$ cat config.mk
export PLATFORM = sky130hd
export DESIGN_NAME = eeprom_sequencer
export DESIGN_NICKNAME = d
export VERILOG_FILES = /design/src/common/eeprom_pkg.sv /design/src/logic/eeprom_sequencer.sv
export SDC_FILE = /design/constraint.sdc
export NUM_CORES = 1
export LEC_CHECK = 0
export ABC_CLOCK_PERIOD_IN_PS = 3100
export BUFFER_PORTS_ARGS = -buffer_cell sky130_fd_sc_hd__buf_2
export CAP_MARGIN = 20
export CORE_ASPECT_RATIO = 1.2
export CORE_MARGIN = 10
export CORE_UTILIZATION = 57
export CTS_BUF_LIST = sky130_fd_sc_hd__clkbuf_8
export DETAILED_ROUTE_END_ITERATION = 10
export PLACE_DENSITY = 0.87
export SYNTH_ARGS = -nofsm -noshare
export SYNTH_HDL_FRONTEND = slang
export SYNTH_SLANG_ARGS = --single-unit
$ cat constraint.sdc
create_clock -name CLK -period 3.1 [get_ports CLK]
set_input_delay 0.31 -clock CLK [delete_from_list [all_inputs] [get_ports CLK]]
set_output_delay 0.31 -clock CLK [all_outputs]
set_load 0.01 [all_outputs]
$ cat src/common/eeprom_pkg.sv
package eeprom_pkg;

  localparam int ADDR_W    = 11;
  localparam int BLOCK_W   = 3;
  localparam int BYTE_W    = 8;
  localparam int BIT_CNT_W = 4;

  localparam logic [3:0] DEVICE_CODE = 4'b1010; // 24Cxx family code

  // two-bit level patterns, bit 1 goes out first
  localparam logic [1:0] START_PATTERN = 2'b10;
  localparam logic [1:0] STOP_PATTERN  = 2'b01;

  // condition steps in the line driver
  localparam logic [2:0] COND_IDLE  = 3'b000;
  localparam logic [2:0] COND_BEGIN = 3'b001;
  localparam logic [2:0] COND_LEVEL = 3'b010;
  localparam logic [2:0] COND_END   = 3'b100;

  typedef struct packed {
    logic [BYTE_W-BLOCK_W-2:0] device_code;
    logic [BLOCK_W-1:0]        block;     // address bits 10:8
    logic                      read_flag;
  } select_fields_t;

  typedef union packed {
    logic [BYTE_W-1:0] raw;
    select_fields_t    fields;
  } select_byte_u;

  typedef enum logic [9:0] {
    st_idle        = 10'b0000000001,
    st_write_start = 10'b0000000010,
    st_ctrl_write  = 10'b0000000100,
    st_addr_write  = 10'b0000001000,
    st_data_write  = 10'b0000010000,
    st_read_start  = 10'b0000100000,
    st_ctrl_read   = 10'b0001000000,
    st_data_read   = 10'b0010000000,
    st_stop        = 10'b0100000000,
    st_ack         = 10'b1000000000
  } seq_state_e;

endpackage

$ cat src/logic/eeprom_sequencer.sv
module eeprom_sequencer
  import eeprom_pkg::*;
(
  input  logic              CLK,
  input  logic              RESET,
  input  logic              wr,
  input  logic              rd,
  input  logic [ADDR_W-1:0] addr,
  input  logic [BYTE_W-1:0] wdata,
  input  logic              cond_done,
  input  logic              tx_done,
  input  logic              rx_done,
  input  logic [BYTE_W-1:0] rx_byte,
  output logic              SCL,
  output logic              ack,
  output logic [BYTE_W-1:0] rdata,
  output logic              cond_start,
  output logic              cond_stop,
  output logic              tx_active,
  output logic              rx_active,
  output logic              tx_load,
  output logic [BYTE_W-1:0] tx_byte,
  output logic              rx_start
);

  seq_state_e   state;
  logic         is_read;  // latched request type
  select_byte_u sel_byte;

  // serial clock is CLK / 2, edges land between the posedges
  always_ff @(negedge CLK)
  begin
    if (RESET)
      SCL <= 1'b0;
    else
      SCL <= ~SCL;
  end

  // read flag only set for the select byte after the repeated start
  always_comb
  begin
    sel_byte.fields.device_code = DEVICE_CODE;
    sel_byte.fields.block       = addr[ADDR_W-1:BYTE_W];
    sel_byte.fields.read_flag   = (state == st_read_start);
  end

  always_ff @(posedge CLK)
  begin
    if (RESET)
    begin
      state      <= st_idle;
      is_read    <= 1'b0;
      ack        <= 1'b0;
      cond_start <= 1'b0;
      cond_stop  <= 1'b0;
      tx_active  <= 1'b0;
      rx_active  <= 1'b0;
      tx_load    <= 1'b0;
      tx_byte    <= '0;
      rx_start   <= 1'b0;
    end
    else
    begin
      cond_start <= 1'b0; // single cycle pulses
      cond_stop  <= 1'b0;
      tx_load    <= 1'b0;
      rx_start   <= 1'b0;
      unique case (state)
        st_idle:
        begin
          ack <= 1'b0;
          if (wr)
          begin
            is_read    <= 1'b0;
            cond_start <= 1'b1;
            state      <= st_write_start;
          end
          else if (rd)
          begin
            is_read    <= 1'b1;
            cond_start <= 1'b1;
            state      <= st_write_start;
          end
        end
        st_write_start:
          if (cond_done)
          begin
            tx_byte   <= sel_byte.raw;
            tx_load   <= 1'b1;
            tx_active <= 1'b1;
            state     <= st_ctrl_write;
          end
        st_ctrl_write:
          if (tx_done)
          begin
            tx_byte <= addr[BYTE_W-1:0]; // low address byte
            tx_load <= 1'b1;
            state   <= st_addr_write;
          end
        st_addr_write:
          if (tx_done)
          begin
            if (is_read)
            begin
              tx_active  <= 1'b0;
              cond_start <= 1'b1; // repeated start
              state      <= st_read_start;
            end
            else
            begin
              tx_byte <= wdata;
              tx_load <= 1'b1;
              state   <= st_data_write;
            end
          end
        st_data_write:
          if (tx_done)
          begin
            tx_active <= 1'b0;
            cond_stop <= 1'b1;
            state     <= st_stop;
          end
        st_read_start:
          if (cond_done)
          begin
            tx_byte   <= sel_byte.raw;
            tx_load   <= 1'b1;
            tx_active <= 1'b1;
            state     <= st_ctrl_read;
          end
        st_ctrl_read:
          if (tx_done)
          begin
            tx_active <= 1'b0;
            rx_active <= 1'b1; // SDA handed to the EEPROM
            rx_start  <= 1'b1;
            state     <= st_data_read;
          end
        st_data_read:
          if (rx_done)
          begin
            rx_active <= 1'b0;
            cond_stop <= 1'b1;
            state     <= st_stop;
          end
        st_stop:
          if (cond_done)
          begin
            ack   <= 1'b1;
            state <= st_ack;
          end
        st_ack:
        begin
          ack   <= 1'b0;
          state <= st_idle;
        end
      endcase
    end
  end

  // read byte kept until the next read completes
  always_ff @(posedge CLK)
  begin
    if (state == st_data_read && rx_done)
      rdata <= rx_byte;
  end

endmodule

### Word level (Yosys, flattened, before mapping)

Cells that the tools add are included.

| operators by class | value |
|---|---|
| equal/unequal tests | 23 |
| multiplexer cells | 41 |
| bitwise logic cells | 2 |
| reduce and logical (&&, ||, !) cells | 16 |

Operators with widths:

| kind | number |
|---|---|
| $mux 10 | 10 |
| $pmux 10 s10 | 1 |
| $mux 8 | 5 |
| $pmux 8 s4 | 1 |
| $ne 2x2->1 const B | 10 |
| $mux 1 | 17 |
| $eq 10x1->1 const B | 1 |
| $eq 10x10->1 const B | 1 |
| $eq 10x2->1 const B | 1 |
| $eq 10x3->1 const B | 1 |
| $eq 10x4->1 const B | 1 |
| $eq 10x5->1 const B | 1 |
| $eq 10x6->1 const B | 1 |
| $eq 10x7->1 const B | 1 |
| $eq 10x8->1 const B | 1 |
| $eq 10x9->1 const B | 1 |
| $reduce_and 9->1 | 1 |
| $pmux 1 s2 | 4 |
| $reduce_or 2->1 | 4 |
| $mux 6 | 1 |
| $pmux 1 s3 | 2 |
| $reduce_and 6->1 | 1 |
| $reduce_bool 2->1 | 3 |
| $reduce_and 5->1 | 1 |
| 8 further kinds | 11 |

| word-level totals | value |
|---|---|
| register bits after elaboration | 35 |
| bits of input ports | 34 |
| output and inout bits | 24 |

### Depth between registers and ports, before layout

| logic depth | value |
|---|---|
| depth in word-level cells | 4 |
| depth in mapped cells | 6 |
| depth with buffers taken out | 5 |

==> flow_summary.toml <==
[timing]
finalSetupTns_ns = 0
slew_headroom = 0.5495
skew_ns = 0.009673
setup_viol = 0
tightest_slew_ns = 0.6652
finalHoldViolCount = 0
rsz0062_at_grt = "no"
drv_slew = 0

[drt]
drtIter0Drc = 122
antenna_left = 0
vias = 1871
post_drt_wl_per_cell_microns = 18.31
vias_per_cell = 6.386
first_pass_iters = 5
post-route-drc-count = 0
routed_wl_microns = 5365

[critical_path]
cp.required_ns = 2.79
crit_chain = "buf_2"
path_delay_family = "flip-flops"
start_kind = "flip-flop"
timing.rr.start = "state[3]"
cpPeakStageDelay_ns = 0.31
crit_fanout = 2
crit_buf_inv = 1
reg2reg_to = "rdata[2]"
cp_data_arrival_time_ns = 2.33
critPathCaptureType = "primary output"
worstSetupPathType = "flip-flop to primary output"
crit_path_top_delay_cell = "dfxtp_1"
worst-r2r-cell-count = 4
rrSetupSlack_ns = 0.62

[logic_synthesis]
synth_seq_cells = 35
synthMuxAreaShare = 0
synthSimpleGateAreaFrac = 0.2653
synth-adder-area-share = 0
avgSynthCellArea_sq_um = 9.292
ys_types = 49
seq_area_frac_synth = 0.4119
synthXorXnorAreaFrac = 0.02772
synth_top_family_by_area = "simple AND/OR/NAND/NOR gates"
synth_async_sr_flop_share = 0
synth_edf_count = 8
netlist_instances = 204
synthesis.nets = 238
synth_flop_cell = "dfxtp_1"
synth_area_sq_um = 1896
ys_warn_count = 0
synth_compound_gate_area_share = 0.2238

[global_route]
grt_max_degree = 27
grt_pass1_wl_microns = 8818
grtUsageTotal = 0.1780
grt.overflow.total = 0
antenna_found_initial = 0
grt_pass1_vias = 1901

[pwr]
p_clk_frac = 0.416
p_sw_mw = 0.2780
seqPwrFrac = 0.437
combPwrFrac = 0.146
p_leak_nw = 0.8849
power_density_nw_per_um2 = 512.9
intPower_mw = 0.8739
p_sw_frac = 0.2413
peakVddDrop_mv = 0.5446

[final_layout]
finalNonFillerCells = 293
num-nets-final = 290
fin_util = 0.7157
top_regs = "state x10, rdata x8, tx_byte x8"
fillers = 274
diodes = 0
synthToLayoutAreaGrowth_pct = 18.48
largest_reg_flops = 10
top_register = "state"
layout-drive-gt1-share = 0.2879

[floorplan]
dieArea_sq_um = 6042
die_h_microns = 83.17
core_sq_um = 3138
die_w_microns = 72.65
core.rowCount = 22
io_pins = 58
initial_utilization = 0.6041

[clock_network]
ctsResizeCount = 0
holdBufCountCts = 0
clock_latency_ns = 0.29
cts_tree = "yes"
post-cts-setup-buffers = 0
numCtsBuffers = 5
cts.sinks = 35
clk_pin_slew_ns = 0.06
clock_path_buffers = 2
htree_levels = 2
cts_root_buf = "clkbuf_8"

[hold_path]
hp-start = "rx_byte[1]"
worst_hold_path.endpoint = "rdata[1]"
whs_path_depth = 1
hold_class = "input pin to flip-flop"

[placed_design]
dpl.cell_count = 285
place.gp.congestion = 0.9685
port_buffers = 57
hpwl_microns = 4068

[outcome]
status = "completed"

[run]
maxCapViolations = 0
-- power by group through the flow --
stage | combinational [mW] | sequential [mW] | clock, mW
2_1_floorplan | 0.113 | 0.510 | 0.00404
3_3_place_gp | 0.163 | 0.511 | 0.00404
3_5_place_dp | 0.166 | 0.512 | 0.00404
4_1_cts | 0.167 | 0.503 | 0.482
5_1_grt | 0.186 | 0.506 | 0.509
6_report | 0.169 | 0.504 | 0.480
-- worst max path at each step --
| stage | start | end | cells after the start |
|---|---|---|---|
| floorplan | RESET | SCL | 3 |
| CTS | SCL | SCL | 1 |
| global route | state[3] | rdata[2] | 4 |
| detailed placement | state[3] | rdata[1] | 4 |
| global placement | state[3] | rdata[1] | 4 |
| finish | SCL | SCL | 1 |
-- area by class of cell --
type | instances | area [sq um] | area share
timing repair buffer | 58 | 292.8 | 0.1304
sequential | 35 | 780.7 | 0.3476
clock inverter | 4 | 67.56 | 0.03008
clock buffer | 5 | 68.82 | 0.03064
multi-input combinational | 152 | 979.7 | 0.4362
inverter | 3 | 11.26 | 0.005014
tap | 36 | 45.04 | 0.02006
-- layer usage --
layer  vias to the layer above  GRT usage  routed length [microns]
li1                        888          -                        -
met1                       849     0.1935                     2031
met2                       115     0.2803                     2530
met3                        19    0.08214                      623
met4                         0    0.08793                      179
met5                         -          0                        0
-- Yosys cell counts (all sizes together), types with 5 or more instances --
cell type / number / area (sq um)
nand3: 10 / 50.05
nor3: 10 / 66.32
nand2: 5 / 18.77
nor2: 21 / 78.83
nor4: 6 / 43.79
a211oi: 6 / 45.04
edfxtp: 8 / 240.2
a21oi: 18 / 90.09
nor3b: 6 / 45.04
buf: 11 / 112.6
dfxtp: 27 / 540.5
o21ai: 12 / 60.06
nand4: 6 / 37.54
-- cells by family after synthesis --
family	Yosys count
buffers and inverters	17
DFF	35
xor gates and xnor gates	6
AOI/OAI and AO/OA	61
and+or+nand+nor	85
-- cell usage in the layout, fill, tap and decap left out, types with 3 or more instances in the layout --
master,synthesis,layout
a211oi_1,6,6
a21oi_1,18,18
a222oi_1,4,4
a22oi_1,3,3
buf_2,0,57
clkbuf_8,0,5
dfxtp_1,27,27
edfxtp_1,8,8
inv_1,4,5
nand2_1,5,5
nand2b_1,4,4
nand3_1,10,10
nand4_1,6,6
nor2_1,21,21
nor2b_1,3,3
nor3_1,8,8
nor3b_1,6,6
nor4_1,5,5
o21ai_0,12,12
or3_1,3,3
xnor2_1,4,4
-- through the flow --
| step | power, mW | setup slack (ns) | instance area, sq um | hold slack, ns |
|---|---|---|---|---|
| 2_1_floorplan | 0.6273 | 0.6898 | 1896 | 0.4066 |
| 3_3_place_gp | 0.6777 | 0.7491 | 2113 | 0.3870 |
| 3_5_place_dp | 0.6823 | 0.6631 | 2113 | 0.4013 |
| 4_1_cts | 1.153 | 0.4558 | 2246 | 0.1953 |
| 5_1_grt | 1.201 | 0.4270 | 2246 | 0.1861 |
| 6_report | 1.152 | 0.4633 | 2246 | 0.1965 |
Power figures use the tool's default switching activity.
