<file path="config.mk">
export PLATFORM = sky130hd
export DESIGN_NAME = byte_receiver
export DESIGN_NICKNAME = d
export VERILOG_FILES = /design/src/common/eeprom_pkg.sv /design/src/serial/byte_receiver.sv
export SDC_FILE = /design/constraint.sdc
export NUM_CORES = 1
export LEC_CHECK = 0
export BUFFER_PORTS_ARGS = -buffer_cell sky130_fd_sc_hd__buf_2
export CAP_MARGIN = 20
export CORE_AREA = 4 4 41 43
export CTS_CLUSTER_DIAMETER = 50
export DETAILED_ROUTE_END_ITERATION = 8
export DIE_AREA = 0 0 45 47
export SLEW_MARGIN = 20
export SYNTH_ARGS = -nofsm -noshare
export SYNTH_HDL_FRONTEND = slang
export SYNTH_SLANG_ARGS = --single-unit
</file>
<file path="constraint.sdc">
create_clock -name CLK -period 2.3 [get_ports CLK]
set_clock_uncertainty 0.15 [all_clocks]
set_input_delay 0.46 -clock CLK [delete_from_list [all_inputs] [get_ports CLK]]
set_output_delay 0.46 -clock CLK [all_outputs]
set_load 0.01 [all_outputs]
</file>
<file path="src/common/eeprom_pkg.sv">
package eeprom_pkg;

  localparam int ADDR_W    = 11;
  localparam int BLOCK_W   = 3;
  localparam int BYTE_W    = 8;
  localparam int BIT_CNT_W = 4;

  localparam logic [3:0] DEVICE_CODE = 4'b1010; // 24Cxx family code

  // two-bit level patterns, bit 1 goes out first
  localparam logic [1:0] START_PATTERN = 2'b10;
  localparam logic [1:0] STOP_PATTERN  = 2'b01;

  // condition steps in the line driver
  localparam logic [2:0] COND_IDLE  = 3'b000;
  localparam logic [2:0] COND_BEGIN = 3'b001;
  localparam logic [2:0] COND_LEVEL = 3'b010;
  localparam logic [2:0] COND_END   = 3'b100;

  typedef struct packed {
    logic [BYTE_W-BLOCK_W-2:0] device_code;
    logic [BLOCK_W-1:0]        block;     // address bits 10:8
    logic                      read_flag;
  } select_fields_t;

  typedef union packed {
    logic [BYTE_W-1:0] raw;
    select_fields_t    fields;
  } select_byte_u;

  typedef enum logic [9:0] {
    st_idle        = 10'b0000000001,
    st_write_start = 10'b0000000010,
    st_ctrl_write  = 10'b0000000100,
    st_addr_write  = 10'b0000001000,
    st_data_write  = 10'b0000010000,
    st_read_start  = 10'b0000100000,
    st_ctrl_read   = 10'b0001000000,
    st_data_read   = 10'b0010000000,
    st_stop        = 10'b0100000000,
    st_ack         = 10'b1000000000
  } seq_state_e;

endpackage

</file>
<file path="src/serial/byte_receiver.sv">
module byte_receiver
  import eeprom_pkg::*;
(
  input  logic              CLK,
  input  logic              RESET,
  input  logic              SCL,
  input  logic              SDA,
  input  logic              rx_start,
  output logic [BYTE_W-1:0] rx_byte,
  output logic              rx_done
);

  logic [BIT_CNT_W-1:0] bit_cnt;
  logic                 busy;
  logic                 sample_en;

  // the rx_start cycle is the begin step, sampling follows on SCL high
  assign sample_en = busy && SCL && !rx_start;

  always_ff @(posedge CLK)
  begin
    if (RESET)
    begin
      busy    <= 1'b0;
      bit_cnt <= '0;
      rx_done <= 1'b0;
    end
    else
    begin
      rx_done <= 1'b0;
      if (rx_start)
      begin
        busy    <= 1'b1;
        bit_cnt <= '0;
      end
      else if (sample_en)
      begin
        bit_cnt <= bit_cnt + 1'b1;
        if (bit_cnt == BIT_CNT_W'(BYTE_W - 1))
        begin
          busy    <= 1'b0;
          rx_done <= 1'b1; // byte complete
        end
      end
    end
  end

  always_ff @(posedge CLK)
  begin
    if (sample_en)
      rx_byte <= {rx_byte[BYTE_W-2:0], SDA};
  end

endmodule

</file>
---- After elaboration in Yosys (flattened, before gate mapping) ----
Cells that the tools add are included.
cells by class
  div/mod/pow operators ................... 0
  shift operators ......................... 0
  $add $sub $neg .......................... 1
  multipliers ............................. 0
  reduce and logical (&&, ||, !) cells .... 8
  magnitude comparators ................... 0
  muxes and demuxes ....................... 4
  bitwise logic cells ..................... 1
  equality and inequality tests ........... 1
operators with widths
  cell                                                              number
  4-bit by 1-bit adder with 4-bit output (second input constant)    1
  4-bit by 3-bit == test with 1-bit output (second input constant)  1
  1-bit two-way mux                                                 4
  2-bit nonzero test                                                2
  3-bit OR reduction                                                1
  1-bit logical AND                                                 2
  2-bit AND reduction                                               1
  2-bit OR reduction                                                1
  1-bit zero test                                                   1
  1-bit inverter                                                    1
storage, ports and cells
  output and inout bits ................... 9
  latch bits .............................. 0
  bits of input ports ..................... 5
  logic and storage cells ................. 19
  bits in registers ....................... 14
  ROM bits ................................ 0
  bits in writable memories ............... 0
  memories ................................ 0

---- Depth between registers and ports, before layout ----
Gate-level depths: netlist of run 1.
  word-level depth ........................ 4
  depth in mapped cells ................... 4
  gate-level depth less buffers ........... 4

---- Least setup slack after synthesis of run 1 ----
No wires, ideal clock.
  path kind ............................... input to register
  from .................................... input rx_start
  to ...................................... register bit_cnt[3]
  required time ........................... 2.080 ns
  cell stages on the path ................. 3
  setup time .............................. 0.070 ns
  data arrival time ....................... 1.066 ns
  slack ................................... 1.014 ns
  buffers on the path ..................... 0
  path through ............................ nand3b_4 > or3_1 > a21oi_1
between the ends
  longest elaborated chain between the ends .. 2
  elaborated cells between the ends (all ways) .. 3
  classes of those cells .................. 3 x reduce/logical
RTL lines
  what                  RTL line             RTL
  start, declared       byte_receiver.sv:8   input logic rx_start,
  1-bit zero test       byte_receiver.sv:18  assign sample_en = busy && SCL && !rx_start;
  1-bit logical AND     byte_receiver.sv:18
  end signal, assigned  byte_receiver.sv:38  bit_cnt <= bit_cnt + 1'b1;
  end, declared         byte_receiver.sv:13  logic [BIT_CNT_W-1:0] bit_cnt;
Several ways; a longest one is shown, not always the timed one.
A chain may end at the register's enable or synchronous reset.

---- Final worst setup path of run 1 ----
  from .................................... register rx_byte[1]
  to ...................................... output rx_byte[1]
RTL lines
  what                    RTL line             RTL
  start, declared         byte_receiver.sv:9   output logic [BYTE_W-1:0] rx_byte,
  start signal, assigned  byte_receiver.sv:51  rx_byte <= {rx_byte[BYTE_W-2:0], SDA};
No word-level cell between the ends.

==> metrics.md, run 1 <==
| Metric | Value |
|---|---|
| Outcome | finished clean |
| Relative slew slack | about 80% |
| Clock Sinks | 14 |
| Setup TNS | 0 ns |
| Htree depth | 1 |
| # fillers | roughly 130 |
| Port buffer count | 13 |
| Placed insts | 64 |
| DRT met1 WL | between 300 and 400 um |
| Initial antenna violation count | 0 |
| Crit Path Class | reg -> out |
| Top post-synthesis cells by area | edfxtp_1 (48%), dfxtp_1 (24%), nand3b_4 (4.0%), xor2_1 (3.5%), ha_1 (2.5%) |
| Maximum clock frequency | between 700 and 800 MHz |
| Starting DRT DRC Count | 5 |
| Slowest-stage cell, CP | edfxtp_1 |
| Total gr overflow | 0 |
| Worst-path clk slew | 0.07 ns |
| GRT Total Usage | 7.32% |
| Commonest non-fill, non-tap cell in the layout | buf_2 |
| Pwr dens | roughly 700 nW/um2 |
| Max Fanout on Critical Path | 2 |
| N_diodes | 0 |
| Top layer in use | met4 |
| Maximum VDD drop | ~0.33 mV |
| Setup crit end kind | primary output |
| Met3 routed wirelength | approximately 33 um |
| RSZ-0062 raised after global routing | no |
| Clock Tree Buf Depth | 2 |
| Final period util | 61.6% |
| Multi-input gate area | ~140 um2 |
| Placement Cell Area | 583 um2 |
| RePlAce Congestion | around 0.7 |
| Worst Tran Pin Value | roughly 0.28 ns |
| Commonest non-fill, non-tap cells in the layout | buf_2 (13), edfxtp_1 (8), dfxtp_1 (6) |
| CP max stage delay | approximately 0.39 ns |
| Postcts setup bufs | 0 |
| Vias after detailed routing | 317 |
| Final hold viol count | 0 |
| Critical path data required time | 1.69 ns |
| Post-synth top area cell | edfxtp_1 |
| Die Width | 45 um |
| Sequential area share after synthesis | 72.2% |
| CTS tree | built |
| Register area | around 360 um2 |
| Post-route DRC | 0 |
| Post-synth top area share | roughly 48% |
| IO Pins | 14 |
| Yosys warns | 0 |
| Synthesized flop and latch total | 14 |
| Hold crit path type | in -> reg |
| Max-slew violations | 0 |
| Max-Cap Viols | 0 |
| Delay-heaviest family, CP | flip-flops |
| Largest net degree at the start of global routing | 9 |
| Period minus WS final | between 1 and 1.5 ns |
| Die area | about 2100 um2 |
| Number of global-route vias before repair | 257 |
| Post-Syn Nets | 42 |
| Starting Density | between 30% and 40% |
| Critical path startpoint category | flip-flop |
| Inserted Clock Buffers | 3 |
| Crit path buf inv count | 1 |
| CP arrival | slightly above 0.8 ns |
| Fin nets | 60 |
| Post-synthesis cell count | 36 |
| Die height | 47 um |
| Met2 WL | ~310 um |
| Setup-failing EPs final | 0 |
| Drt pass-1 iters | 2 |
| Cts repair resizes | 0 |
| Post-route ant nets | 0 |
| Critical-path cell list | buf_2 |
| Routed WL | 717 um |
| Row count | 13 |
| Share of layout cells above drive strength 1 | about a third |
| Avg Synthesized Cell Area | approximately 14 um2 |
| Root buf cell | clkbuf_4 |
| Clock latency on the worst-skew pair | 0.27 ns |
| Mean routed wirelength per cell | roughly 11 um |
| Hold_ws | between 0.2 and 0.25 ns |
| Yosys cell types | 16 |
| CTS Hold Bufs | 0 |
| Leak | between 0.0002 and 0.0003 uW |
| PnR Total Power | around 420 uW |
| First-pass GRT wire length | 1.09 mm |
| Core area | between 1000 and 1500 um2 |
| Mapped cell area | roughly 500 um2 |
| Final Non-Filler Cells | slightly below 70 |
| DP Wirelength | 547 um |
| Design Area, Final | ~610 um2 |
| Synthesis-to-finish area growth | 22.1% |
| Vias/cell | 4.66 |
-- synthesized netlist by cell type --
master    n
inv_1     1
o21ai_0   1
a21oi_1   2
nor2_1    3
ha_1      1
dfxtp_1   6
nand4b_1  1
nand3b_4  1
or3_1     1
edfxtp_1  8
nor3_1    2
nor4_1    1
nand3_1   2
or2_2     1
xor2_1    2
nand2_1   3
-- state kept, by name, indices dropped and copies added, names as in the netlist --
name     count
rx_done      1
bit_cnt      4
busy         1
rx_byte      8
-- metal layers --
| layer | track usage, % | vias up |
|---|---|---|
| met5 | 0 | - |
| met1 | 10.5 | 145 |
| met4 | 3.51 | 0 |
| li1 | - | 163 |
| met2 | 9.89 | 7 |
| met3 | 2.30 | 2 |
-- cell type report --
| cell class | instances | share of cell area, % |
|---|---|---|
| inverters | 1 | 0.616 |
| repair buffers | 13 | 10.7 |
| clock inverters | 1 | 0.616 |
| multi-input cells | 21 | 22.2 |
| clock buffers | 3 | 3.70 |
| well taps | 15 | 3.08 |
| flip-flops and latches | 14 | 59.1 |
-- per-stage QoR --
stage | util, % | setup WS, ns
after floorplan | - | 1.01
after global placement | 44.8 | 0.842
after detailed placement | 44.8 | 0.829
after CTS | 46.8 | 0.871
after global routing | 46.8 | 0.842
final | 46.8 | 0.884
-- final timing paths --
check | start | endpoint | slack (ns) | cells after the start
hold / removal | SDA | rx_byte[0] | 0.22 | 1
setup reg to reg | busy | rx_byte[0] | 1.01 | 2
hold reg to reg | rx_byte[3] | rx_byte[4] | 0.30 | 0
setup / recovery | rx_byte[1] | rx_byte[1] | 0.88 | 1
-- logic make-up after synthesis --
group	after synthesis	share of synthesized area, %
adders and majority gates	1	2.51
AOI/OAI and AO/OA	3	3.01
DFF	14	72.2
buffers and inverters	1	0.751
xor gates and xnor gates	2	3.51
and+or+nand+nor	15	18.0
-- report_power, final --
group | total, uW | internal, uW | switching (uW) | leakage (uW)
clock | 133 | 62.6 | 69.9 | 0.0000154
combinational | 18.5 | 8.32 | 10.2 | 0.000113
sequential | 272 | 268 | 4.05 | 0.000122
(Power assumes the default switching activity.)
==> run 2, diff against run 1 <==
--- a/config.mk
+++ b/config.mk
@@ -5,6 +5,7 @@
 export SDC_FILE = /design/constraint.sdc
 export NUM_CORES = 1
 export LEC_CHECK = 0
+export ABC_AREA = 1
 export BUFFER_PORTS_ARGS = -buffer_cell sky130_fd_sc_hd__buf_2
 export CAP_MARGIN = 20
 export CORE_AREA = 4 4 41 43
==> constraint.sdc (replaced) <==
create_clock -name CLK -period 1.2 [get_ports CLK]
set_clock_uncertainty 0.15 [all_clocks]
set_input_delay 0.24 -clock CLK [delete_from_list [all_inputs] [get_ports CLK]]
set_output_delay 0.24 -clock CLK [all_outputs]
set_load 0.01 [all_outputs]
==> metrics.md, run 2 <==
| Metric | Value |
|---|---|
| Clock latency on the worst-skew pair | around 0.28 ns |
| Hold_ws | 0.0724 ns |
| Placement Cell Area | between 600 and 700 um2 |
| Htree depth | 1 |
| Die height | between 40 and 50 um |
| Sequential area share after synthesis | around 70% |
| R2r worst-path depth | 6 |
| Worst Tran Pin Value | around 0.24 ns |
| EDFF count, synth | 8 |
| RSZ-0062 raised after global routing | yes |
| Number of global-route vias before repair | 320 |
| GRT Total Usage | 8.75% |
| Delay-heaviest family, CP | flip-flops |
| Post-synth top area share | 46.8% |
| N_diodes | 0 |
| Maximum clock frequency | between 800 and 900 MHz |
| Starting DRT DRC Count | 8 |
| Top post-synthesis cells by area | edfxtp_1 (47%), dfxtp_1 (23%), nor2_1 (4.4%), nand2_1 (2.9%), ha_1 (2.4%) |
| Setup-failing EPs final | 5 |
| Cell depth of the worst setup path | 1 |
| Share of layout cells above drive strength 1 | about two fifths |
| Core area | 1300 um2 |
| Slowest-stage cell, CP | edfxtp_1 |
| Synthesis-to-finish area growth | 36.8% |
| Routed WL | about 830 um |
| Starting Density | roughly two fifths |
| Final hold viol count | 0 |
| Reg with most FFs | rx_byte |
| Hold crit path type | in -> reg |
| Pwr dens | roughly 1200 nW/um2 |
| Mapped cell area | a little over 500 um2 |
| Clock Tree Buf Depth | 2 |
| Commonest non-fill, non-tap cells in the layout | buf_2 (13), edfxtp_1 (8), nor2_1 (6) |
| Critical path startpoint category | flip-flop |
| Worst hold path cell count | 3 |
| Max-slew violations | 0 |
| Top Usage Layer GRT | met2 |
| Drt pass-1 iters | 2 |
| Fraction of registers with async set/reset | 0% |
| Failing checks | negative setup slack |
| DP Wirelength | slightly below 600 um |
| Die area | about 2100 um2 |
| Post-Syn Nets | between 40 and 50 |
| CP max stage delay | roughly 0.39 ns |
| Clock Sinks | 14 |
| Outcome | finished, violations left |
| R2R setup slack | about 0.09 ns |
| Count leader, synth | edfxtp_1 |
| Yosys cell types | 16 |
| Routing usage on met3 | ~2.3% |
| Design Area, Final | 702 um2 |
| Fin nets | 74 |
| Post-route ant nets | 0 |
| Setup crit end kind | primary output |
| Total gr overflow | 0 |
| Vias after detailed routing | ~370 |
| Post-synthesis cell count | 42 |
| Final WS setup | -0.0151 ns |
| Row count | 13 |
| IO Pins | 14 |
| Initial antenna violation count | 0 |
| CTS tree | built |
| First-pass GRT wire length | roughly 1.3 mm |
| Vias/cell | 4.50 |
| Hold path endpoint | busy |
| Max-Cap Viols | 0 |
| RePlAce Congestion | approximately 0.69 |
| Die Width | between 40 and 50 um |
| Post-synth top area cell | edfxtp_1 |
| Max Fanout on Critical Path | 2 |
| GR Layer Usage met2 | between 10% and 20% |
| Synthesized flop and latch total | 14 |
| Post-synth top cells | edfxtp_1 (8), dfxtp_1 (6), nor2_1 (6), nand2_1 (4), inv_1 (3) |
| Main synth FF type | edfxtp_1 |
| Top Registers | rx_byte x8, bit_cnt x4 |
| Critical-path cell list | buf_2 |
| Critical path data required time | approximately 0.8 ns |
| Post-route DRC | 0 |
| CP arrival | 0.83 ns |
| Inserted Clock Buffers | 3 |
| Reg2reg end | busy |
| R2R Path Start | busy |
| Port buffer count | 13 |
| Yosys warns | 0 |
| Commonest non-fill, non-tap cell in the layout | buf_2 |
| Setup TNS | -0.0221 ns |
| Final period util | 101% |
| Crit Path Class | reg -> out |
| Root buf cell | clkbuf_4 |
| Avg Synthesized Cell Area | about 12 um2 |
| Hold_sp | RESET |
| Worst-path clk slew | ~0.08 ns |
| Largest net degree at the start of global routing | 14 |
| Mean routed wirelength per cell | roughly 10 um |
| Number of flip-flops in the largest register | 8 |
| Maximum VDD drop | between 0.6 and 0.7 mV |
| Leak | 0.000290 uW |
| Crit path buf inv count | 1 |
| Period minus WS final | around 1.2 ns |
| Relative slew slack | 83.7% |
| Routing usage on met1 | around 10% |
## run 2: what timing repair did
item,CTS,global route
hold buffers,2,0
gates resized for setup,0,1
buffers inserted,3,2
endpoints found under the hold margin,2,0
setup endpoints to repair,7,11
## run 2: per-stage QoR
step           utilization (%)  instances  setup WS [ns]  power (uW)
6_report                  53.9         82        -0.0151         835
5_1_grt                   53.9         82        -0.0616         886
4_1_cts                   52.7         80        -0.0203         850
3_5_place_dp              47.4         71         0.0704         572
3_3_place_gp              47.4         71         0.0826         571
2_1_floorplan                -         42         0.0701         548
## run 2: metal layers
layer	vias to the layer above	part of all wire, %
met5	-	0
li1	194	-
met1	164	47
met4	0	2.7
met2	9	45
met3	2	5.1
## run 2: cells by family after synthesis
kind of cell               share of synthesized area (%)
buffers and inverters                               2.19
DFF                                                 70.2
and+or+nand+nor                                     18.3
adders and majority gates                           2.44
AOI/OAI and AO/OA                                   6.83
## run 2: cell type report
type | instances | area, um2
multi-input combinational | 25 | 141
inverter | 3 | 11.3
fill | 115 | 599
timing repair buffer | 21 | 143
tap | 15 | 18.8
clock buffer | 3 | 22.5
sequential | 14 | 362
clock inverter | 1 | 3.75
## run 2: report_power, final
| part | internal (uW) | total [uW] | switching (uW) | leakage, uW |
|---|---|---|---|---|
| logic | 26.4 | 50.9 | 24.5 | 0.000153 |
| clock network | 121 | 266 | 145 | 0.0000154 |
| registers | 515 | 519 | 4.25 | 0.000122 |
| total | 662 | 835 | 174 | 0.000290 |
## run 2: how the worst max path moves through the flow
stage / start / to / slack, ns
finish: rx_byte[2] / rx_byte[2] / -0.02
global route: rx_byte[2] / rx_byte[2] / -0.06
CTS: rx_byte[2] / rx_byte[2] / -0.02
detailed placement: busy / busy / 0.07
global placement: busy / busy / 0.08
floorplan: busy / rx_byte[0] / 0.07
