### config.mk
export PLATFORM = sky130hd
export DESIGN_NAME = byte_transmitter
export DESIGN_NICKNAME = d
export VERILOG_FILES = /design/src/common/eeprom_pkg.sv /design/src/serial/byte_transmitter.sv
export SDC_FILE = /design/constraint.sdc
export NUM_CORES = 1
export LEC_CHECK = 0
export ABC_CLOCK_PERIOD_IN_PS = 3100
export BUFFER_PORTS_ARGS = -buffer_cell sky130_fd_sc_hd__buf_2
export CORE_MARGIN = 2
export CORE_UTILIZATION = 40
export DETAILED_ROUTE_END_ITERATION = 7
export MAX_ROUTING_LAYER = met4
export PLACE_DENSITY_LB_ADDON = 0.1
export SLEW_MARGIN = 20
export SYNTH_ARGS = -nofsm -noshare
export SYNTH_HDL_FRONTEND = slang
export SYNTH_SLANG_ARGS = --single-unit
### constraint.sdc
create_clock -name CLK -period 3.1 [get_ports CLK]
set_clock_uncertainty 0.15 [all_clocks]
set_input_delay 0.31 -clock CLK [delete_from_list [all_inputs] [get_ports CLK]]
set_output_delay 0.31 -clock CLK [all_outputs]
set_load 0.02 [all_outputs]
### src/common/eeprom_pkg.sv
package eeprom_pkg;

  localparam int ADDR_W    = 11;
  localparam int BLOCK_W   = 3;
  localparam int BYTE_W    = 8;
  localparam int BIT_CNT_W = 4;

  localparam logic [3:0] DEVICE_CODE = 4'b1010; // 24Cxx family code

  // two-bit level patterns, bit 1 goes out first
  localparam logic [1:0] START_PATTERN = 2'b10;
  localparam logic [1:0] STOP_PATTERN  = 2'b01;

  // condition steps in the line driver
  localparam logic [2:0] COND_IDLE  = 3'b000;
  localparam logic [2:0] COND_BEGIN = 3'b001;
  localparam logic [2:0] COND_LEVEL = 3'b010;
  localparam logic [2:0] COND_END   = 3'b100;

  typedef struct packed {
    logic [BYTE_W-BLOCK_W-2:0] device_code;
    logic [BLOCK_W-1:0]        block;     // address bits 10:8
    logic                      read_flag;
  } select_fields_t;

  typedef union packed {
    logic [BYTE_W-1:0] raw;
    select_fields_t    fields;
  } select_byte_u;

  typedef enum logic [9:0] {
    st_idle        = 10'b0000000001,
    st_write_start = 10'b0000000010,
    st_ctrl_write  = 10'b0000000100,
    st_addr_write  = 10'b0000001000,
    st_data_write  = 10'b0000010000,
    st_read_start  = 10'b0000100000,
    st_ctrl_read   = 10'b0001000000,
    st_data_read   = 10'b0010000000,
    st_stop        = 10'b0100000000,
    st_ack         = 10'b1000000000
  } seq_state_e;

endpackage

### src/serial/byte_transmitter.sv
module byte_transmitter
  import eeprom_pkg::*;
(
  input  logic              CLK,
  input  logic              RESET,
  input  logic              SCL,
  input  logic              tx_load,
  input  logic [BYTE_W-1:0] tx_byte,
  output logic              tx_bit,
  output logic              tx_done
);

  logic [BYTE_W-1:0]    shift_q;
  logic [BIT_CNT_W-1:0] bit_cnt;
  logic                 busy;
  logic                 shift_en;

  assign shift_en = busy && !SCL && !tx_load;
  assign tx_bit   = shift_q[BYTE_W-1]; // msb first

  always_ff @(posedge CLK)
  begin
    if (RESET)
    begin
      busy    <= 1'b0;
      bit_cnt <= '0;
      tx_done <= 1'b0;
    end
    else
    begin
      tx_done <= 1'b0;
      if (tx_load)
      begin
        busy    <= 1'b1;
        bit_cnt <= '0;
      end
      else if (shift_en)
      begin
        bit_cnt <= bit_cnt + 1'b1;
        // last shift leaves all ones, i.e. SDA released for the ack slot
        if (bit_cnt == BIT_CNT_W'(BYTE_W - 1))
        begin
          busy    <= 1'b0;
          tx_done <= 1'b1;
        end
      end
    end
  end

  always_ff @(posedge CLK)
  begin
    if (tx_load)
      shift_q <= tx_byte;
    else if (shift_en)
      shift_q <= {shift_q[BYTE_W-2:0], 1'b1}; // fill with ones
  end

endmodule

# After elaboration in Yosys (flattened, before gate mapping)
# Index checks and enable logic that the tools add are counted.
# op_classes
add_sub_neg	1
n_eq_ne	1
mux	6
bitwise	1
reduce_logical	9
# ops
op	count
8-bit 2-to-1 mux	2
4-bit by 1-bit adder with 4-bit output (second input constant)	1
4-bit by 3-bit equality test with 1-bit output (second input constant)	1
1-bit 2-to-1 mux	4
2-bit nonzero test	2
3-bit OR reduction	1
1-bit logical AND	2
1-bit logical NOT	2
2-bit AND reduction	1
2-bit OR reduction	1
1-bit NOT	1
# word_totals
register_bits	14
in_bits	12
output_inout_bits	2
wordCells	22

# Depth between registers and ports, before layout
# Gate-level depths: netlist (run 1).
# depth
word_depth	5
mapped_depth	4
mapped_depth_nobuf	4

# Worst setup path before layout (run 1)
# OpenSTA, ideal clock, no wires.
# synth_timing
path_kind	input to register
from	input port SCL
to	register shift_q[0], enable pin
setup_time_ns	0.271
arrival_time_ns	0.873
t_required_ns	2.679
path_slack_ns	1.806
cell_stages	2
n_path_buf	0
cell_sequence	and2b_2 -> or2_2
# synth_via
elab_chain_cells	4
# synth_rtl
item	line_no	rtl
start: declaration	byte_transmitter.sv:6	input logic SCL,
1-bit logical NOT	byte_transmitter.sv:18	assign shift_en = busy && !SCL && !tx_load;
1-bit logical AND (2 in series)	byte_transmitter.sv:18	
2-bit nonzero test (no line)	-	
end signal: assignment	byte_transmitter.sv:53	shift_q <= tx_byte;
end signal: assignment	byte_transmitter.sv:55	shift_q <= {shift_q[BYTE_W-2:0], 1'b1};
end: declaration	byte_transmitter.sv:13	logic [BYTE_W-1:0] shift_q;
# No other way between the ends.
# A chain may end at the register's enable or synchronous reset.

# Worst setup path in the final report (run 1)
# layout_timing
from	register busy
to	register shift_q[6], enable pin
# layout_via
elab_chain_cells	3
# layout_rtl
item	line_no	rtl
start: declaration	byte_transmitter.sv:15	logic busy;
start signal: assignment	byte_transmitter.sv:25	busy <= 1'b0;
start signal: assignment	byte_transmitter.sv:34	busy <= 1'b1;
start signal: assignment	byte_transmitter.sv:43	busy <= 1'b0;
1-bit logical AND (2 in series)	byte_transmitter.sv:18	
2-bit nonzero test (no line)	-	
# No other way between the ends.

==> results by group, run 1 <==
Status
  • Outcome: completed

STA
  • Clock period minus worst slack: 1.35 ns
  • Max_slew headroom: 0.863
  • Worst Setup Slack, final: 1.75 ns
  • Slew @ Worst Pin: 0.204 ns
  • Final hold vios: 0
  • Fmax: ~740 MHz
  • RSZ-0062 raised after global routing: no
  • Setup TNS: 0 ns
  • Final cycle utilization of the critical path: 0.434
  • Final setup violation count: 0
  • Max-slew violation count: 0

CTS
  • Clock Root Buffer: clkbuf_4
  • Hold_buf cts: 0
  • Sinks on Clock Net: 14
  • Total CTS buffers: 3
  • H-tree levels: 1
  • Clk buf depth: 2
  • Clk pin slew, worst setup/hold paths: approximately 0.080 ns
  • CTS tree: yes
  • Post_cts resized: 0
  • Setup Buffers After CTS: 0
  • Clk_lat worst skew: 0.27 ns

Logic synthesis
  • Synthesized cell area: slightly below 600 sq um
  • Post-synth cell types: 21
  • Sequential-to-total area share from yosys stat: 0.613
  • Biggest area consumer among synthesized cells: edfxtp_1
  • Yosys reg bits: 14
  • Avg Cell Area, Syn: 13.4 sq um
  • Yosys warning count: 0
  • Synth area leaders: edfxtp_1 41%, dfxtp_1 20%, mux2_2 13%, nand3b_1 2.6%, nor2_1 2.6%
  • Syn_nets: 57
  • Post-Syn Instances: 44
  • Share of the synthesized area in the top cell type: 0.409

Pwr
  • Comb power frac: 0.083
  • Internal Pwr Total: just under 0.3 mW
  • Register share of total power: 0.580
  • VDD IR max: 0.290 mV
  • Pleak: approximately 0.27 nW
  • P_sw: 0.0686 mW
  • Clock power frac: 0.336
  • Power Density: roughly 520 nW/um^2
  • Net Sw Frac: 0.188

Placed design
  • IO Port Bufs: 13
  • GPL Wtd Cong: approximately 0.77
  • Placed insts: 71
  • Dpl ws: roughly 1.7 ns
  • Cell Area, Placed: roughly 670 sq um
  • Dpl hpwl: 746 um

Route
  • Routed Wire Length: roughly 900 um
  • Vias per std cell: slightly below 5
  • First-pass DRT Iterations: 2
  • Remaining DRCs: 0
  • Vias post-DR: 371
  • Final ANT Viol Nets: 0
  • DRT iter0 DRCs: 2
  • Routed wire length per instance: 12.0 um

Floorplanning
  • Die width: roughly 42 um
  • Starting Density: 0.441
  • Core ar.: 1330 sq um
  • Die area: 1790 sq um
  • I/O pins: 14
  • Die Ht: 42.3 um
  • Core Rows: 13

Flow run
  • Max_cap viols: 0

Layout
  • Filler Cells Inserted: approximately 130
  • Reg area: 360 sq um
  • Antenna cells: 0
  • P&R area growth vs syn: 19.6%
  • Post-route cell area: between 700 and 800 sq um
  • Share of post-route cells with drive strength above 1: 0.433
  • Area taken by multi-input logic gates: ~220 sq um
  • Final std cells w/o fill: 75
  • Layout Nets: 74

Global route
  • Grt ovf: 0
  • Largest net degree at the start of global routing: 12
  • Initial antenna violation count: 0
  • Vias in the first global route: ~400
  • GRT Total Usage: 0.124
  • First-pass GRT wire length: 1.55 mm

Setup path
  • CP endpoint kind: register
  • Crit path DAT: 1.20 ns
  • Crit start category: register
  • Critical path peak fanout: 8
  • CP Class: reg -> reg
  • Crit path required time: 2.96 ns

Worst hold path
  • Hold Path Class: in -> reg
[routing by layer]
layer | global-route usage | vias up | routed length, um
met2 | 0.228 | 11 | 479
met4 | 0.0750 | 0 | 8
met3 | 0.0345 | 2 | 71
met5 | - | - | 0
met1 | 0.109 | 169 | 341
li1 | - | 189 | -
[cells in the final DEF, fill, tap and decap left out, types with 2 or more instances in the layout]
master,synthesis,layout
nor2_1,4,4
dfxtp_1,6,6
mux2_2,7,7
buf_2,1,13
nand3b_1,2,2
edfxtp_1,8,8
clkbuf_4,0,3
a21oi_1,2,2
[state kept, by name (all words and copies together) (netlist names)]
name	count
shift_q	8
busy	1
bit_cnt	4
tx_done	1
[kinds of logic (layout without fill, tap and decap cells)]
| group | count (synthesis) | count (layout) | synth area share |
|---|---|---|---|
| DFF | 14 | 14 | 0.613 |
| and+or+nand+nor | 14 | 14 | 0.145 |
| muxes | 8 | 8 | 0.151 |
| AOI/OAI and AO/OA | 3 | 3 | 0.0255 |
| xor gates and xnor gates | 2 | 2 | 0.0298 |
| buffers and inverters | 2 | 18 | 0.0149 |
| adders and majority gates | 1 | 1 | 0.0213 |
[final cells by class]
cell class	count	share of cell area
sequential	14	0.512
multi-input combinational	28	0.311
timing repair buffer	13	0.0925
clock buffer	4	0.0516
tap	15	0.0267
inverter	1	0.00534
[power by group through the flow]
| stage | registers [mW] | clock network [mW] | logic [mW] |
|---|---|---|---|
| 5_1_grt | 0.214 | 0.134 | 0.0344 |
| 2_1_floorplan | 0.217 | 0 | 0.0185 |
| 3_5_place_dp | 0.217 | 0 | 0.0311 |
| 6_report | 0.212 | 0.123 | 0.0305 |
| 3_3_place_gp | 0.216 | 0 | 0.0292 |
| 4_1_cts | 0.213 | 0.126 | 0.0312 |
[per-stage QoR]
| stage | power (mW) | util | hold slack [ns] |
|---|---|---|---|
| finish | 0.366 | 0.527 | 0.0619 |
| global route | 0.382 | 0.527 | 0.0536 |
| CTS | 0.369 | 0.527 | 0.0566 |
| detailed placement | 0.248 | 0.500 | 0.315 |
| global placement | 0.245 | 0.500 | 0.293 |
| floorplan | 0.236 | - | 0.232 |
[worst paths after layout]
| kind | slack (ns) | start | cells after the start | endpoint |
|---|---|---|---|---|
| max | 1.75 | busy$_SDFFE_PP0P_ | 2 | shift_q[6]$_DFFE_PP_ |
| min | 0.06 | RESET | 2 | busy$_SDFFE_PP0P_ |
| max reg2reg | 1.75 | busy$_SDFFE_PP0P_ | 2 | shift_q[6]$_DFFE_PP_ |
| min reg2reg | 0.33 | bit_cnt[3]$_SDFFE_PP0P_ | 1 | tx_done$_SDFF_PP0_ |
[critical path, cell delays in order (launching register included)]
cell and delay (ns):
dfxtp_1 0.34, and2b_2 0.23, or2_2 0.37
[Yosys cell counts (all sizes together)]
library cell / n
or2: 2
nand2: 1
nand3b: 2
nor4: 1
dfxtp: 6
nand2b: 1
xor2: 1
mux2: 7
ha: 1
edfxtp: 8
xnor2: 1
or3: 1
buf: 1
a21oi: 2
o21ai: 1
nor2: 4
inv: 1
nand4bb: 1
mux2i: 1
and2b: 1
No activity file was read; power rests on OpenSTA's default activity.
==> run 2: changes to the inputs <==
--- a/config.mk
+++ b/config.mk
@@ -5,7 +5,8 @@
 export SDC_FILE = /design/constraint.sdc
 export NUM_CORES = 1
 export LEC_CHECK = 0
-export ABC_CLOCK_PERIOD_IN_PS = 3100
+export ABC_AREA = 1
+export ABC_CLOCK_PERIOD_IN_PS = 1350
 export BUFFER_PORTS_ARGS = -buffer_cell sky130_fd_sc_hd__buf_2
 export CORE_MARGIN = 2
 export CORE_UTILIZATION = 40
==> constraint.sdc (replaced) <==
create_clock -name CLK -period 1.35 [get_ports CLK]
set_clock_uncertainty 0.15 [all_clocks]
set_input_delay 0.135 -clock CLK [delete_from_list [all_inputs] [get_ports CLK]]
set_output_delay 0.135 -clock CLK [all_outputs]
set_load 0.02 [all_outputs]
==> run 2 against run 1 <==
Compared with the run above: synthesized cell count grew 57%; first-iteration DRC count grew to 3.5 times the previous value; sequential power up 130%; largest power group unchanged; via count up 40%; non-clock buffer count grew 10; worst setup slack got worse by 1.7 ns; critical endpoint is now shift_q[7]$_DFFE_PP_.
==> results by group, run 2 <==
Floorplanning
  • Core Rows: 14
  • I/O pins: 14
  • Die area: 1900 sq um
  • Starting Density: 0.420
  • Core ar.: 1490 sq um
  • Die Ht: 43.5 um
  • Die width: 43.5 um

Global route
  • First-pass GRT wire length: 2.11 mm
  • Grt ovf: 0
  • Largest net degree at the start of global routing: 11
  • Initial antenna violation count: 0
  • Vias in the first global route: 553
  • GRT Total Usage: 0.160

CTS
  • CTS tree: yes
  • Clk pin slew, worst setup/hold paths: 0.08 ns
  • Sinks on Clock Net: 14
  • Clock Root Buffer: clkbuf_4
  • H-tree levels: 1
  • Clk_lat worst skew: 0.28 ns
  • Setup Buffers After CTS: 0
  • Clk buf depth: 2
  • Total CTS buffers: 3

Placed design
  • Dpl ws: 0.101 ns
  • Placed insts: 98
  • GPL Wtd Cong: 0.765
  • Dpl hpwl: 809 um
  • IO Port Bufs: 13

STA
  • RSZ-0062 raised after global routing: no
  • Setup TNS: 0 ns
  • Max_slew headroom: 0.772
  • Slew @ Worst Pin: around 0.34 ns
  • Final cycle utilization of the critical path: 0.923
  • Final setup violation count: 0
  • Final hold vios: 0
  • Max-slew violation count: 0
  • Worst Setup Slack, final: slightly above 0.1 ns
  • Fmax: 803 MHz
  • Clock period minus worst slack: 1.25 ns

Layout
  • Most frequent cells in the layout: 26 x nand2_1, 13 x buf_2, 9 x dlygate4sd3_1
  • Antenna cells: 0
  • Biggest regs: shift_q: 8 flops, bit_cnt: 4 flops
  • Fin util: 0.553
  • Commonest non-fill, non-tap cell in the layout: nand2_1
  • P&R area growth vs syn: 31.6%
  • Layout Nets: 109
  • Final std cells w/o fill: 111
  • Largest register by flop count: shift_q
  • Max reg flops: 8
  • Share of post-route cells with drive strength above 1: 0.242

Logic synthesis
  • Share of the synthesized area in the top cell type: 0.384
  • Biggest area consumer among synthesized cells: edfxtp_1
  • Sequential-to-total area share from yosys stat: 0.576
  • Asr flop ratio synth: 0
  • Yosys warning count: 0
  • Synth area leaders: edfxtp_1 38%, dfxtp_1 19%, nand2_1 16%, nor2_1 3.6%, nor2_4 3.6%
  • Commonest register cell after synthesis: edfxtp_1
  • Top cells by count, synth: 26 x nand2_1, 8 x edfxtp_1, 6 x dfxtp_1, 6 x nor2_1, 5 x inv_1
  • Synthesized cell area: 626 sq um
  • Most common cell in the synthesized netlist: nand2_1
  • Avg Cell Area, Syn: slightly above 9 sq um
  • Syn_nets: approximately 80
  • Post-synth cell types: 17
  • EDFF count, synth: 8
  • Yosys reg bits: 14
  • Post-Syn Instances: roughly 70

Setup path
  • Crit path buf inv count: 0
  • CP Class: reg -> reg
  • Crit start category: register
  • Critical path peak fanout: 8
  • Worst path top cell family by delay: flip-flops
  • R2R depth: 2
  • Crit path required time: 1.15 ns
  • Worst stage delay on the critical path: 0.39 ns
  • Crit path DAT: 1.05 ns
  • Cell count along the critical path: 2
  • Worst setup startpoint: busy$_SDFFE_PP0P_
  • Crit path cell chain: nand2_2 -> nand2_1
  • CP endpoint kind: register
  • Max stage delay cell, worst path: dfxtp_1
  • RR Startpoint: busy$_SDFFE_PP0P_

Pwr
  • VDD IR max: around 0.54 mV
  • Pleak: 0.360 nW
  • Power Density: 1010 nW/um^2
  • Final Power: 0.828 mW

Route
  • Final ANT Viol Nets: 0
  • Vias post-DR: 521
  • Remaining DRCs: 0
  • Routed Wire Length: 1.17 mm
  • Routed wire length per instance: 10.5 um
  • Vias per std cell: 4.69
  • First-pass DRT Iterations: 4
  • DRT iter0 DRCs: 7

Worst hold path
  • Hold Path Class: in -> reg
  • Worst Min Path Start: SCL
  • Hold depth: 4

Status
  • Outcome: completed

Flow run
  • Max_cap viols: 0
[run 2: changes by cell type in the layout (fill, tap and decap cells not counted), sizes merged, moves of 2 or more]
cell,change
nand3,+3
nand3b,-2
inv,+5
mux2,-7
nor2,+5
a21oi,+2
dlygate4sd3,+9
nand2,+26
[run 2: area by class of cell]
cell class                      instances  area, sq um
Tap cell                               16         20.0
Fill cell                             133          666
Sequential cell                        14          360
Clock buffer                            3         22.5
Inverter                                6         22.5
Multi-Input combinational cell         48          231
Timing Repair Buffer                   23          163
Clock inverter                          1         3.75
[run 2: final timing paths]
kind	endpoint	slack, ns
worst max-delay path	shift_q[7]$_DFFE_PP_	0.10
worst min-delay path	bit_cnt[0]$_SDFFE_PP0P_	0.05
worst max register to register	shift_q[7]$_DFFE_PP_	0.10
worst min register to register	bit_cnt[1]$_SDFFE_PP0P_	0.34
[run 2: cell families (layout without fill, tap and decap cells)]
| kind of cell | after synthesis | in the layout | synth area share |
|---|---|---|---|
| adder cells (fa/ha/maj) | 1 | 1 | 0.0200 |
| AND/OR/NAND/NOR | 40 | 40 | 0.290 |
| flip-flops | 14 | 14 | 0.576 |
| AO/OA/AOI/OAI | 7 | 7 | 0.0600 |
| buffers and inverters | 7 | 33 | 0.0540 |
[run 2: worst register-to-register path, stage by stage, from the launching register on]
cell     delay (ns)
dfxtp_1        0.39
nand2_2        0.11
nand2_1        0.28
[run 2: metal layers]
layer / vias to the layer above / part of all wire / track usage
met1: 235 / 0.48 / 0.176
li1: 270 / - / -
met4: 0 / 0.013 / 0.109
met5: - / 0 / -
met2: 14 / 0.47 / 0.253
met3: 2 / 0.037 / 0.0375
[run 2: power by group]
group	leakage (nW)	total [mW]	internal, mW	switching, mW
clock	0.0154	0.241	0.107	0.133
sequential	0.128	0.489	0.480	0.00817
combinational	0.216	0.0991	0.0488	0.0503
[run 2: through the flow]
stage	hold slack (ns)	area, sq um
after floorplan	0.0565	626
after global placement	0.211	707
after detailed placement	0.209	707
after global routing	0.0803	823
after CTS	0.0458	823
final	0.0517	823
[run 2: timing repair]
| item | in CTS | in global routing |
|---|---|---|
| hold endpoints to repair | 10 | 0 |
| hold buffers | 9 | 0 |
| resized for setup | 0 | 0 |
==> run 3: changes to the inputs <==
--- a/config.mk
+++ b/config.mk
@@ -9,7 +9,7 @@
 export ABC_CLOCK_PERIOD_IN_PS = 1350
 export BUFFER_PORTS_ARGS = -buffer_cell sky130_fd_sc_hd__buf_2
 export CORE_MARGIN = 2
-export CORE_UTILIZATION = 40
+export CORE_UTILIZATION = 47
 export DETAILED_ROUTE_END_ITERATION = 7
 export MAX_ROUTING_LAYER = met4
 export PLACE_DENSITY_LB_ADDON = 0.1
==> run 3 against run 2 <==
Compared with the run above: the flow now finishes with violations (negative hold slack); cell count fell by 1.8%; clock power hardly changed; die area decreased by 14%; register-to-register slack about the same; design area is 1.4% lower; non-clock buffer count down 1; via count shrank 4.4%; first-iteration DRC count grew 57%.
==> results by group, run 3 (synthesis results as in run 2) <==
Status
  • Outcome: finished, violations left
  • Violated checks: negative hold slack

STA
  • Setup TNS: 0 ns
  • Slew @ Worst Pin: 0.325 ns
  • Worst Setup Slack, final: 0.108 ns
  • Clock period minus worst slack: ~1.2 ns
  • Final cycle utilization of the critical path: 0.920
  • Final hold vios: 1
  • Fin Hold WS: -0.00332 ns
  • Fmax: approximately 810 MHz
  • RSZ-0062 raised after global routing: no
  • Max-slew violation count: 0
  • Final setup violation count: 0
  • Max_slew headroom: 0.783

Placed design
  • Cell Area, Placed: 706 sq um
  • GPL Wtd Cong: 0.707
  • Dpl ws: 0.108 ns
  • IO Port Bufs: 13
  • Dpl hpwl: 775 um
  • Placed insts: 97

Setup path
  • R2R depth: 2
  • CP Class: reg -> reg
  • Critical path peak fanout: 8
  • Crit path required time: ~1.2 ns
  • Worst setup startpoint: busy$_SDFFE_PP0P_
  • Crit path DAT: 1.05 ns
  • Crit start category: register
  • CP endpoint kind: register
  • RR Startpoint: busy$_SDFFE_PP0P_

CTS
  • CTS tree: yes
  • Setup Buffers After CTS: 0
  • Clk pin slew, worst setup/hold paths: about 0.080 ns
  • H-tree levels: 1
  • Clk_lat worst skew: between 0.2 and 0.3 ns
  • Post_cts resized: 0
  • Clk buf depth: 2
  • Total CTS buffers: 3
  • Clock Root Buffer: clkbuf_4
  • Sinks on Clock Net: 14

Layout
  • Most frequent cells in the layout: 26 x nand2_1, 13 x buf_2, 8 x dlygate4sd3_1, 8 x edfxtp_1
  • Largest register by flop count: shift_q
  • P&R area growth vs syn: 29.8%
  • Commonest non-fill, non-tap cell in the layout: nand2_1
  • Max reg flops: 8
  • Filler Cells Inserted: 117
  • Biggest regs: shift_q: 8 flops, bit_cnt: 4 flops
  • Layout Nets: 108
  • Fin util: 0.640
  • Final std cells w/o fill: 109
  • Area taken by multi-input logic gates: 231 sq um
  • Antenna cells: 0
  • Post-route cell area: 812 sq um
  • Share of post-route cells with drive strength above 1: 0.245
  • Reg area: 360 sq um

Worst hold path
  • Hold Path Class: in -> reg
  • Worst Min Path Start: tx_byte[7]
  • Hold depth: 3

Global route
  • Grt ovf: 0
  • Largest net degree at the start of global routing: 11
  • Initial antenna violation count: 0
  • Vias in the first global route: 444
  • First-pass GRT wire length: 1.80 mm
  • GRT Total Usage: 0.178

Pwr
  • Power Density: 1020 nW/um^2
  • Pleak: approximately 0.36 nW
  • Final Power: roughly 0.83 mW
  • VDD IR max: 0.578 mV

Floorplanning
  • I/O pins: 14
  • Starting Density: 0.493
  • Core Rows: 13
  • Die Ht: 40.5 um
  • Core ar.: 1270 sq um
  • Die area: 1640 sq um
  • Die width: 40.5 um

Route
  • Remaining DRCs: 0
  • First-pass DRT Iterations: 4
  • DRT iter0 DRCs: 11
  • Routed Wire Length: 1.10 mm
  • Vias per std cell: about 4.6
  • Final ANT Viol Nets: 0
  • Routed wire length per instance: just over 10 um
  • Vias post-DR: 498

Flow run
  • Max_cap viols: 0
==> run 3: cell types whose count changed in the layout (fill, tap and decap cells not counted), sizes merged <==
cell / before / now
dlygate4sd3: 9 / 8
==> run 3: power by group <==
group	internal [mW]	switching, mW
logic	0.0469	0.0511
clock network	0.107	0.134
registers	0.480	0.00810
==> run 3: timing repair <==
action / in CTS / in global routing
hold buffers: 8 / 0
endpoints found under the setup margin: 0 / 0
endpoints found under the hold margin: 9 / 0
==> run 3: metal layers <==
metal	vias to the layer above	global-route usage	part of all wire
met2	13	0.242	0.42
met1	206	0.235	0.52
li1	275	-	-
met3	4	0.0500	0.037
met5	-	-	0
met4	0	0.100	0.020
==> run 3: worst paths after layout <==
path / slack [ns] / endpoint
min: -0.003 / shift_q[7]$_DFFE_PP_
min reg2reg: 0.34 / bit_cnt[1]$_SDFFE_PP0P_
max: 0.11 / shift_q[6]$_DFFE_PP_
max reg2reg: 0.11 / shift_q[6]$_DFFE_PP_
==> run 3: area by class of cell <==
class / count / share of cell area
multi-input combinational: 48 / 0.285
timing repair buffer: 22 / 0.188
clock inverter: 1 / 0.00462
sequential: 14 / 0.444
inverter: 6 / 0.0277
tap: 15 / 0.0231
clock buffer: 3 / 0.0277
==> run 3: critical path: stages (launching register included) <==
cell and delay (ns):
dfxtp_1 0.39, nand2_2 0.11, nand2_1 0.27
